$ cat config.mk
export PLATFORM = sky130hd
export DESIGN_NAME = productSelect
export DESIGN_NICKNAME = d
export VERILOG_FILES = /design/src/mulPkg.sv /design/src/productSelect.sv
export VERILOG_INCLUDE_DIRS = /design/src
export SDC_FILE = /design/constraint.sdc
export NUM_CORES = 1
export LEC_CHECK = 0
export BUFFER_PORTS_ARGS = -buffer_cell sky130_fd_sc_hd__buf_4
export CAP_MARGIN = 20
export CORE_AREA = 3 3 521 523
export DETAILED_ROUTE_END_ITERATION = 16
export DIE_AREA = 0 0 524 526
export HOLD_SLACK_MARGIN = 0.06
export RECOVER_POWER = 50
export SLEW_MARGIN = 25
export SYNTH_ARGS = -nofsm -noshare
export SYNTH_HDL_FRONTEND = slang
export SYNTH_SLANG_ARGS = --single-unit
$ cat constraint.sdc
create_clock -name Clk -period 2.1 [get_ports Clk]
set_input_delay 0.42 -clock Clk [delete_from_list [all_inputs] [get_ports Clk]]
set_output_delay 0.42 -clock Clk [all_outputs]
set_load 0.05 [all_outputs]
$ cat src/mul_macros.svh
`ifndef MUL_MACROS_SVH
`define MUL_MACROS_SVH

// operand and result width
`define MUL_WIDTH 32

// operand after sign or zero extension, even so it splits into 17 booth digits
`define MUL_EXT_WIDTH 34

// one partial-product row per radix-4 digit
`define MUL_PP_ROWS 17

// row width, also the full product width inside the tree
`define MUL_COL_WIDTH 68

// carries passed from one tree column to the next
`define MUL_CSA_CARRIES 14

// destination register tag
`define MUL_TAG_WIDTH 5

`endif

$ cat src/mulPkg.sv
`default_nettype none

`include "mul_macros.svh"

package mulPkg;

    // multiply flavours, code 3 is unused and yields zero
    typedef enum logic [1:0] {
        mulW      = 2'b00,
        mulhW     = 2'b01,
        mulhWu    = 2'b10,
        mulUnused = 2'b11
    } mulOpE;

    // request as sampled from the issue side
    typedef struct packed {
        logic                      valid;
        mulOpE                     op;
        logic [`MUL_TAG_WIDTH-1:0] tag;
        logic [`MUL_WIDTH-1:0]     multiplicand;
        logic [`MUL_WIDTH-1:0]     multiplier;
    } mulReqT;

    // stage one register, rows already shifted into place
    typedef struct packed {
        logic                                         valid;
        mulOpE                                        op;
        logic [`MUL_TAG_WIDTH-1:0]                    tag;
        logic [`MUL_PP_ROWS-1:0][`MUL_COL_WIDTH-1:0] rows;
    } ppBundleT;

    // redundant form out of the carry-save tree
    typedef struct packed {
        logic [`MUL_COL_WIDTH-1:0] sum;
        logic [`MUL_COL_WIDTH-1:0] carry;
    } treeSumT;

    typedef struct packed {
        logic [`MUL_WIDTH-1:0] hi;
        logic [`MUL_WIDTH-1:0] lo;
    } productHalvesT;

    // 64-bit product, read whole or by half
    typedef union packed {
        logic [2*`MUL_WIDTH-1:0] word;
        productHalvesT           half;
    } productU;

    typedef struct packed {
        logic                      valid;
        logic [`MUL_TAG_WIDTH-1:0] tag;
        logic [`MUL_WIDTH-1:0]     result;
    } mulRespT;

endpackage

`default_nettype wire

$ cat src/productSelect.sv
`timescale 1ns/1ps
`default_nettype none

`include "mul_macros.svh"

module productSelect (
    input  wire                  Clk,
    input  wire                  rstN,
    input  wire mulPkg::ppBundleT ppBundle,
    input  wire mulPkg::treeSumT  treeSum,
    output mulPkg::mulRespT      resp
);

    mulPkg::productU       product;
    logic [`MUL_WIDTH-1:0] resultNext;

    // carry-propagate add, only the low 64 bits matter
    assign product.word = treeSum.sum[2*`MUL_WIDTH-1:0]
                        + {treeSum.carry[2*`MUL_WIDTH-2:0], 1'b0};

    // word select follows the op that travelled with the rows
    always_comb begin
        case (ppBundle.op)
            mulPkg::mulW:   resultNext = product.half.lo;
            mulPkg::mulhW:  resultNext = product.half.hi;
            mulPkg::mulhWu: resultNext = product.half.hi;
            default:        resultNext = '0;
        endcase
    end

    always_ff @(posedge Clk or negedge rstN) begin
        if (!rstN) begin
            resp <= '0;
        end else begin
            resp.valid <= ppBundle.valid;
            // hold the last result between operations
            if (ppBundle.valid) begin
                resp.tag    <= ppBundle.tag;
                resp.result <= resultNext;
            end
        end
    end

endmodule

`default_nettype wire

==> summary.md <==
| Metric | Value |
|---|---|
| Largest register FFs | `38` |
| # DRC | `0` |
| Fillers | `31500` |
| DRT antenna net count | `0` |
| Synth-to-Final Area Change | `166%` |
| Place WS | `-1.16 ns` |
| Sequential Power Share | `17.5%` |
| GRT Resource Usage Total | `2.10%` |
| Antenna violations before repair | `5` |
| Layout cells sized above 1 | `52.6%` |
| PwrDens | `392 nW/um^2` |
| Failing checks | `negative setup slack` |
| Placed cell count | `4620` |
| Area leader, netlist | `dfrtp_1` |
| CTS sink count | `38` |
| GRT Residual Overflow | `0` |
| Worst Setup Start Kind | `primary input` |
| Hold-fix buffers, CTS | `0` |
| Avg Inst Size Synth | `7.60 um^2` |
| IO Count | `1340` |
| Top reg by flops | `resp` |
| Top_reg_cell synth | `dfrtp_1` |
| Drt first pass iters | `6` |
| Routability cong. | `0.919` |
| Die footprint | `276000 um^2` |
| Initial detailed-routing violation count | `507` |
| CTS Buf Count | `5` |
| Vias/cell | `~1.6` |
| Static Leakage | `4.67 nW` |
| Min Clock Period, post-route | `2.95 ns` |
| Outcome | `finished with violations` |
| PnR Total Power | `5.57 mW` |
| Max VDD drop | `353 uV` |
| Worst Hold Class | `in -> async` |
| Max cap viols | `0` |
| Final Slew Violations | `0` |
| Synth top area share | `17.8%` |
| Synth Register Bits | `38` |
| Mapped Cells | `703` |
| I/O Buffers | `~170` |
| RSZ-0062 raised after global routing | `true` |
| Vias in the first global route | `7189` |
| # rows | `190` |
| Layout net count | `approximately 2500` |
| CP endpoint kind | `flip-flop` |
| Synthesized Nets | `2070` |
| Setup_tns | `-17.68 ns` |
| Clk buf depth | `2` |
| Asr flop ratio synth | `100%` |
| CP Data Arrival Time | `between 3 and 4 ns` |
| Die width | `524 um` |
| Internal power | `approximately 3.1 mW` |
| Fin. Hold Viols | `0` |
| Count leader, synth | `a21oi_1` |
| Worst-path fanout max | `3` |
| Biggest regs | `resp: 38 flops` |
| WS Path Type | `in -> reg` |
| Cell Area, Synth | `5340 um^2` |
| Tcrit/Tclk final | `140%` |
| Post-DP HPWL | `26200 um` |
| Distinct cell type count after synthesis | `a little over 70` |
| Synth Warn # | `0` |
| H-tree levels | `2` |
| CTS tree | `done` |
| Max Clock Freq | `around 340 MHz` |
| Post-synth top cells | `a21oi_1, nand2_1, ha_1, nor2_1, o21ai_0` |
| NetSw | `2.48 mW` |
| Cell Count, Final, Fillers Out | `4653` |
| Clock slew at reported path FFs | `about 0.070 ns` |
| Root Buffer | `clkbuf_16` |
| Starting density of the core | `2.00%` |
| Routed wire length | `30800 um` |
| Largest net degree at the start of global routing | `39` |
| Multi-input gate area | `5210 um^2` |
| Via count | `7323` |
| Post-synthesis sequential area ratio | `roughly 18%` |
| Critical path required time | `2.29 ns` |
| PnR worst setup slack | `-0.846 ns` |
| # setup viols final | `32` |
| Combinational power share | `66.5%` |
| DIE HEIGHT | `526 um` |
| Final Skew | `0 ns` |
| Worst Tran Pin Value | `1.08 ns` |
| Sequential cell area | `951 um^2` |
| EDFF count, synth | `0` |
| First-pass GRT wire length | `about 45000 um` |
| Worst skew pair latency | `0.29 ns` |
| DR WL/cell | `6.63 um` |
| Synth top area cells | `dfrtp_1, ha_1, a21oi_1, xnor2_1, nand2_1` |
| Worst slew margin | `28.1%` |
| Switch share | `between 40 and 50%` |
| Clock power frac | `16.0%` |
| Core Region | `around 270000 um^2` |
## path summary, 6_finish.rpt
check	from	slack, ns	to	cells after the start
worst max-delay path	treeSum[0]	-0.85	resp[29]$_DFFE_PN0P_	14
worst min-delay path	rstN	0.30	resp[0]$_DFFE_PN0P_	1
worst max register to register	resp[31]$_DFFE_PN0P_	0.91	resp[31]$_DFFE_PN0P_	5
worst min register to register	resp[8]$_DFFE_PN0P_	0.49	resp[8]$_DFFE_PN0P_	1
max in group asynchronous	rstN	1.11	resp[32]$_DFFE_PN0P_	1
min in group Clk	ppBundle[1158]	0.37	resp[34]$_DFFE_PN0P_	2
## critical path, cell delays in order
cell and delay, ns:
buf_8 0.08, ha_4 0.13, inv_2 0.04, fa_2 0.35
nor2b_1 0.12, o21a_1 0.16, a311o_1 0.23, a41oi_4 0.17
o31a_1 0.34, o21ai_2 0.20, nand4b_1 0.21, a311oi_2 0.36
nor3_1 0.08, o32ai_1 0.26
## cell families after synthesis
family                   after synthesis  share of synthesized area, %
AND/OR/NAND/NOR                      218                          19.4
multiplexers                           7                          1.43
AO/OA/AOI/OAI                        264                          33.1
flip-flops                            38                          17.8
adder cells (fa/ha/maj)               65                          15.4
XOR/XNOR                              54                          8.85
buffers and inverters                 57                          4.05
## area by class of cell
| class | count | area share [%] |
|---|---|---|
| clock buffers | 5 | 0.881 |
| flip-flops and latches | 38 | 6.69 |
| clock inverters | 3 | 0.317 |
| repair buffers | 426 | 23.7 |
| diodes | 4 | 0.0704 |
| multi-input cells | 608 | 36.7 |
| well taps | 3552 | 31.3 |
| inverters | 17 | 0.449 |
## timing repair
action                     4_1_cts  5_1_grt
resized for setup              133       48
hold endpoints to repair         0        0
pin swaps                       56       63
setup buffers                   15       14
setup endpoints to repair       32       32
## cells in the final DEF (no fill, tap or decap), types with 7 or more instances in the layout
master      n
nand2_1    70
a22oi_1     9
nand4_1    22
inv_1      15
xnor2_2    11
nand2_2     7
o21a_1      8
buf_6      39
a21o_1     25
nand3_1    19
ha_4       26
xor2_1     16
xnor2_1    22
buf_4     381
ha_1       38
a21oi_2    14
o21bai_1   11
a21oi_4     8
o21ai_0    29
a21oi_1    63
dfrtp_1    38
o221ai_1    7
o21ai_1    12
o21ai_2     8
nor2_1     42
## metal layers
metal | global-route usage [%] | share of wire [%]
met5 | 0 | 0.039
met4 | 1.48 | 7.9
met3 | 0.293 | 4.9
met2 | 3.44 | 48
met1 | 2.52 | 39
## power groups by stage
stage | Combinational, mW | Clock [mW] | Sequential, mW
6_report | 3.71 | 0.893 | 0.973
3_3_place_gp | 3.21 | 0 | 0.987
2_1_floorplan | 1.19 | 0 | 1.36
5_1_grt | 3.90 | 0.931 | 0.981
3_5_place_dp | 3.21 | 0 | 0.981
4_1_cts | 3.53 | 0.904 | 0.971
## stage by stage
step	hold WS, ns	util (%)	instance area (um^2)
2_1_floorplan	0.124	-	5560
3_5_place_dp	0.443	4.82	12900
6_report	0.304	5.31	14200
3_3_place_gp	0.430	4.82	12900
4_1_cts	0.132	5.19	13900
5_1_grt	0.366	5.31	14200
No activity file was read; power rests on OpenSTA's default activity.
