===== config.mk =====
export PLATFORM = sky130hd
export DESIGN_NAME = boothDecode
export DESIGN_NICKNAME = d
export VERILOG_FILES = /design/src/mulPkg.sv /design/src/boothDecode.sv
export VERILOG_INCLUDE_DIRS = /design/src
export SDC_FILE = /design/constraint.sdc
export NUM_CORES = 1
export LEC_CHECK = 0
export BUFFER_PORTS_ARGS = -buffer_cell sky130_fd_sc_hd__buf_2
export CAP_MARGIN = 10
export CORE_AREA = 2 2 487 489
export DETAILED_ROUTE_END_ITERATION = 16
export DIE_AREA = 0 0 489 491
export HOLD_SLACK_MARGIN = 0.05
export PLACE_DENSITY = 0.33
export SYNTH_ARGS = -nofsm -noshare
export SYNTH_HDL_FRONTEND = slang
export SYNTH_SLANG_ARGS = --single-unit

===== constraint.sdc =====
create_clock -name Clk -period 1.6 [get_ports Clk]
set_input_delay 0.32 -clock Clk [delete_from_list [all_inputs] [get_ports Clk]]
set_output_delay 0.32 -clock Clk [all_outputs]
set_load 0.02 [all_outputs]

===== src/mul_macros.svh =====
`ifndef MUL_MACROS_SVH
`define MUL_MACROS_SVH

// operand and result width
`define MUL_WIDTH 32

// operand after sign or zero extension, even so it splits into 17 booth digits
`define MUL_EXT_WIDTH 34

// one partial-product row per radix-4 digit
`define MUL_PP_ROWS 17

// row width, also the full product width inside the tree
`define MUL_COL_WIDTH 68

// carries passed from one tree column to the next
`define MUL_CSA_CARRIES 14

// destination register tag
`define MUL_TAG_WIDTH 5

`endif


===== src/mulPkg.sv =====
`default_nettype none

`include "mul_macros.svh"

package mulPkg;

    // multiply flavours, code 3 is unused and yields zero
    typedef enum logic [1:0] {
        mulW      = 2'b00,
        mulhW     = 2'b01,
        mulhWu    = 2'b10,
        mulUnused = 2'b11
    } mulOpE;

    // request as sampled from the issue side
    typedef struct packed {
        logic                      valid;
        mulOpE                     op;
        logic [`MUL_TAG_WIDTH-1:0] tag;
        logic [`MUL_WIDTH-1:0]     multiplicand;
        logic [`MUL_WIDTH-1:0]     multiplier;
    } mulReqT;

    // stage one register, rows already shifted into place
    typedef struct packed {
        logic                                         valid;
        mulOpE                                        op;
        logic [`MUL_TAG_WIDTH-1:0]                    tag;
        logic [`MUL_PP_ROWS-1:0][`MUL_COL_WIDTH-1:0] rows;
    } ppBundleT;

    // redundant form out of the carry-save tree
    typedef struct packed {
        logic [`MUL_COL_WIDTH-1:0] sum;
        logic [`MUL_COL_WIDTH-1:0] carry;
    } treeSumT;

    typedef struct packed {
        logic [`MUL_WIDTH-1:0] hi;
        logic [`MUL_WIDTH-1:0] lo;
    } productHalvesT;

    // 64-bit product, read whole or by half
    typedef union packed {
        logic [2*`MUL_WIDTH-1:0] word;
        productHalvesT           half;
    } productU;

    typedef struct packed {
        logic                      valid;
        logic [`MUL_TAG_WIDTH-1:0] tag;
        logic [`MUL_WIDTH-1:0]     result;
    } mulRespT;

endpackage

`default_nettype wire


===== src/boothDecode.sv =====
`timescale 1ns/1ps
`default_nettype none

`include "mul_macros.svh"

module boothDecode (
    input  wire                Clk,
    input  wire                rstN,
    input  wire mulPkg::mulReqT req,
    output mulPkg::ppBundleT   ppBundle
);

    logic                                         signExt;
    logic [`MUL_EXT_WIDTH-1:0]                    mcandExt;
    // multiplier with the implicit zero below bit 0
    logic [`MUL_EXT_WIDTH:0]                      mplierExt;
    logic [`MUL_COL_WIDTH-1:0]                    mcandOne;
    logic [`MUL_COL_WIDTH-1:0]                    mcandTwo;
    logic [`MUL_PP_ROWS-1:0][`MUL_COL_WIDTH-1:0] rowsNext;

    logic                                         validQ;
    mulPkg::mulOpE                                opQ;
    logic [`MUL_TAG_WIDTH-1:0]                    tagQ;
    logic [`MUL_PP_ROWS-1:0][`MUL_COL_WIDTH-1:0] rowsQ;

    // only the unsigned high multiply zero-extends
    assign signExt = (req.op != mulPkg::mulhWu);

    assign mcandExt = {{(`MUL_EXT_WIDTH-`MUL_WIDTH){signExt & req.multiplicand[`MUL_WIDTH-1]}},
                       req.multiplicand};
    assign mplierExt = {{(`MUL_EXT_WIDTH-`MUL_WIDTH){signExt & req.multiplier[`MUL_WIDTH-1]}},
                        req.multiplier, 1'b0};

    // +1x and +2x, sign-extended to full row width
    assign mcandOne = {{(`MUL_COL_WIDTH-`MUL_EXT_WIDTH){mcandExt[`MUL_EXT_WIDTH-1]}}, mcandExt};
    assign mcandTwo = {mcandOne[`MUL_COL_WIDTH-2:0], 1'b0};

    always_comb begin : boothRows
        logic [2:0]                grp;
        logic [`MUL_COL_WIDTH-1:0] mag;
        logic [`MUL_PP_ROWS-1:0]   digitNeg;
        for (int i = 0; i < `MUL_PP_ROWS; i++) begin
            grp = mplierExt[2*i +: 3];
            // digit magnitude from the overlapping group
            case (grp)
                3'b001, 3'b010, 3'b101, 3'b110: mag = mcandOne;
                3'b011, 3'b100:                 mag = mcandTwo;
                default:                        mag = '0;
            endcase
            // 111 is minus zero, kept positive
            digitNeg[i] = grp[2] & ~(grp[1] & grp[0]);
            // complement before the shift so the low bits stay zero
            if (digitNeg[i]) begin
                mag = ~mag;
            end
            rowsNext[i] = mag << (2 * i);
            // +1 of the previous row sits in this row's free low bits
            if (i > 0) begin
                rowsNext[i][2*i-2] = digitNeg[i-1];
            end
        end
        // top group is 000, 111 or 001 after extension, so no 18th row
    end

    always_ff @(posedge Clk or negedge rstN) begin
        if (!rstN) begin
            validQ <= 1'b0;
        end else begin
            validQ <= req.valid;
        end
    end

    // payload only moves with a request
    always_ff @(posedge Clk) begin
        if (req.valid) begin
            opQ   <= req.op;
            tagQ  <= req.tag;
            rowsQ <= rowsNext;
        end
    end

    assign ppBundle = '{valid: validQ, op: opQ, tag: tagQ, rows: rowsQ};

endmodule

`default_nettype wire


==> results.json <==
{
  "worst_pin_slew_ps": 1210,
  "min_period_over_period": 1.25,
  "design_area_um2": 46700,
  "drc": 0,
  "crit_type": "reg2out",
  "initial_core_util": 0.147,
  "final_core_util": 0.199,
  "post_drt_wl_per_cell_um": 24.4,
  "overflow": 0,
  "grt_setup_unrepaired": "true",
  "synthTopCellsByArea": "edfxtp_1 (52%), buf_4 (13%), xnor2_1 (12%)",
  "drive_gt1_frac": 0.427,
  "path_cells": "buf_12 -> clkbuf_16 -> buf_6",
  "die_area_um2": 240000,
  "grt.total_usage": 0.131,
  "num_io_pins": 1238,
  "root_buffer": "clkbuf_16",
  "fill_cells": 25500,
  "max_stage_delay_ps": 410,
  "synth_top_area_frac": 0.523,
  "cts_tree": "built",
  "cts.sinks": 601,
  "crit_cells": 3,
  "worstPathRequired_ps": 1280,
  "crit_family": "buffers and inverters",
  "cp_slowest_cell": "edfxtp_1",
  "failed_checks": "negative setup slack",
  "p_per_area_nw_per_um2": 1210,
  "grt_busiest_layer": "met2",
  "syn_area_um2": 34500,
  "yosys.cell_types.count": 40,
  "clkTransAtPathRegs_ps": 60,
  "crit_path_end": "ppBundle[67]",
  "ys_seq_elements": 601,
  "final_nets": 3718,
  "rows": 178,
  "grt_pass1_vias": 23500,
  "cp-end-kind": "output pin",
  "grt_pass1_wl_um": 215000,
  "period_minus_slack_ps": 1990,
  "use_met3": 0.0191,
  "slew_headroom": 0.194,
  "peakVddDrop_mv": 0.735,
  "crit_buf_inv": 3,
  "syn2layout_area_growth_pct": 35.5,
  "drt-pass1-iter-count": 5,
  "placed_area_um2": 43100,
  "drtIter0Drc": 1551,
  "cap_violations": 0,
  "htreeDepth": 3,
  "cts_buffers": 83,
  "wl_um": 167000,
  "ant_nets": 0,
  "io_buffers": 981,
  "gp_congestion": 0.760,
  "via_count": 24600,
  "setup_viol": 602,
  "yosysSeqAreaShare": 0.524,
  "die_y_um": 491,
  "netlist_instances": 2797,
  "path_max_fanout": 7,
  "report.final.slew_viol_count": 0,
  "hold_class": "in2reg",
  "vias_per_cell": 3.61,
  "dp_hpwl_um": 122000,
  "syn_area_per_cell_um2": 12.3,
  "holdWs_ps": 150,
  "clock_path_buffers": 3,
  "arrival_ps": 1670,
  "grt_antenna_before_repair": 28,
  "status": "finished, violations left",
  "startpoint_type": "register",
  "use_met2": 0.238,
  "leakage_nw": 18.1,
  "yosysTopAreaCell": "edfxtp_1",
  "grt_max_degree": 63,
  "core_area_um2": 235000,
  "crit_path_start": "ppBundle[66]",
  "fmax_ghz": 0.502,
  "die_x_um": 489,
  "yosys_warnings": 0,
  "grt_util_met1": 0.156,
  "hold_viol_final": 0,
  "setup_slack_ps": -393
}
==> stage by stage <==
| step | TNS, ps | std cells | power [W] | setup WS, ps |
|---|---|---|---|---|
| final | -85760 | 6835 | 0.0566 | -393 |
| after global placement | -102780 | 6646 | 0.0376 | -587 |
| after global routing | -153350 | 6833 | 0.0590 | -463 |
| after CTS | -175770 | 6819 | 0.0574 | -487 |
| after floorplan | 0 | 3053 | 0.0318 | 6.93 |
| after detailed placement | -105600 | 6646 | 0.0376 | -605 |
==> report_power, final <==
part	internal (W)	leakage, nW	switching, W	total (W)
Combinational	0.00584	10.9	0.0105	0.0163
Clock	0.0109	1.30	0.00815	0.0191
Sequential	0.0200	5.86	0.00120	0.0212
==> logic make-up (layout without fill, tap and decap cells) <==
group,count (synthesis),in the layout,synth area share
other,1,262,0.000109
buffers and inverters,918,1545,0.177
AO/OA/AOI/OAI,608,608,0.132
AND/OR/NAND/NOR,101,101,0.0162
adder cells (fa/ha/maj),28,28,0.0102
multiplexers,45,45,0.0151
flip-flops,601,601,0.524
XOR/XNOR,495,495,0.126
==> registers in the layout (all words and copies together) (netlist names) <==
| register | flops |
|---|---|
| ppBundle | 593 |
| tagQ | 5 |
| validQ | 1 |
| opQ | 2 |
==> final cells by class <==
class	count	area (um^2)	share of cell area
diodes	5	12.5	0.000268
clock buffers	100	2140	0.0458
clock inverters	49	577	0.0123
inverters	30	113	0.00241
multi-input cells	1534	11600	0.248
flip-flops and latches	601	18000	0.386
well taps	3150	3940	0.0844
repair buffers	1366	10300	0.220
==> timing repair <==
| action | CTS | global route |
|---|---|---|
| cloned | 0 | 7 |
| endpoints found under the hold margin | 45 | 0 |
| hold buffers | 16 | 0 |
| pin swaps | 0 | 0 |
| endpoints found under the setup margin | 908 | 911 |
| setup buffers | 8 | 4 |
| resized for setup | 28 | 133 |
==> worst min path at each step <==
stage,start,end,slack [ps],cells past startpoint
floorplan,rstN,validQ,20,0
global placement,rstN,validQ,100,1
detailed placement,rstN,validQ,100,1
CTS,req[34],ppBundle[143],50,3
global route,req[33],ppBundle[1121],110,2
finish,req[34],ppBundle[143],150,3
==> cell usage after synthesis <==
library cell,number
nor2_1,2
a22oi_1,421
a221o_1,1
o21ai_0,31
nor2b_1,15
and3b_1,1
ha_1,28
clkbuf_2,26
and2b_1,1
nand2b_1,3
buf_4,590
xor2_1,31
xor2_2,1
inv_1,30
clkbuf_4,2
o21a_1,1
o211ai_1,14
buf_2,77
or3b_4,1
o21ai_1,30
and2_1,14
mux2_4,14
a22oi_2,29
and3_1,32
a22o_1,31
a21oi_1,18
conb_1,1
nand2_1,31
nand3_1,1
buf_1,81
edfxtp_1,600
a21boi_0,14
clkbuf_1,70
xnor2_1,463
o31a_1,1
mux2i_1,31
buf_6,42
o22ai_1,15
dfrtp_1,1
a211oi_1,2
==> layout by cell type (no fill, tap or decap), types with 32 or more instances in the layout <==
master | netlist | routed
and3_1 | 32 | 32
buf_12 | 0 | 152
xnor2_1 | 463 | 463
clkbuf_16 | 0 | 86
buf_2 | 77 | 884
a22oi_1 | 421 | 392
buf_4 | 590 | 263
edfxtp_1 | 600 | 600
a22oi_2 | 29 | 58
conb_1 | 1 | 257
==> layer usage <==
metal | vias to the layer above | routed length [um]
li1 | 10800 | -
met1 | 12400 | 67400
met2 | 1201 | 86800
met3 | 194 | 8290
met4 | 0 | 4490
met5 | - | 0
No activity file was read; power rests on OpenSTA's default activity.
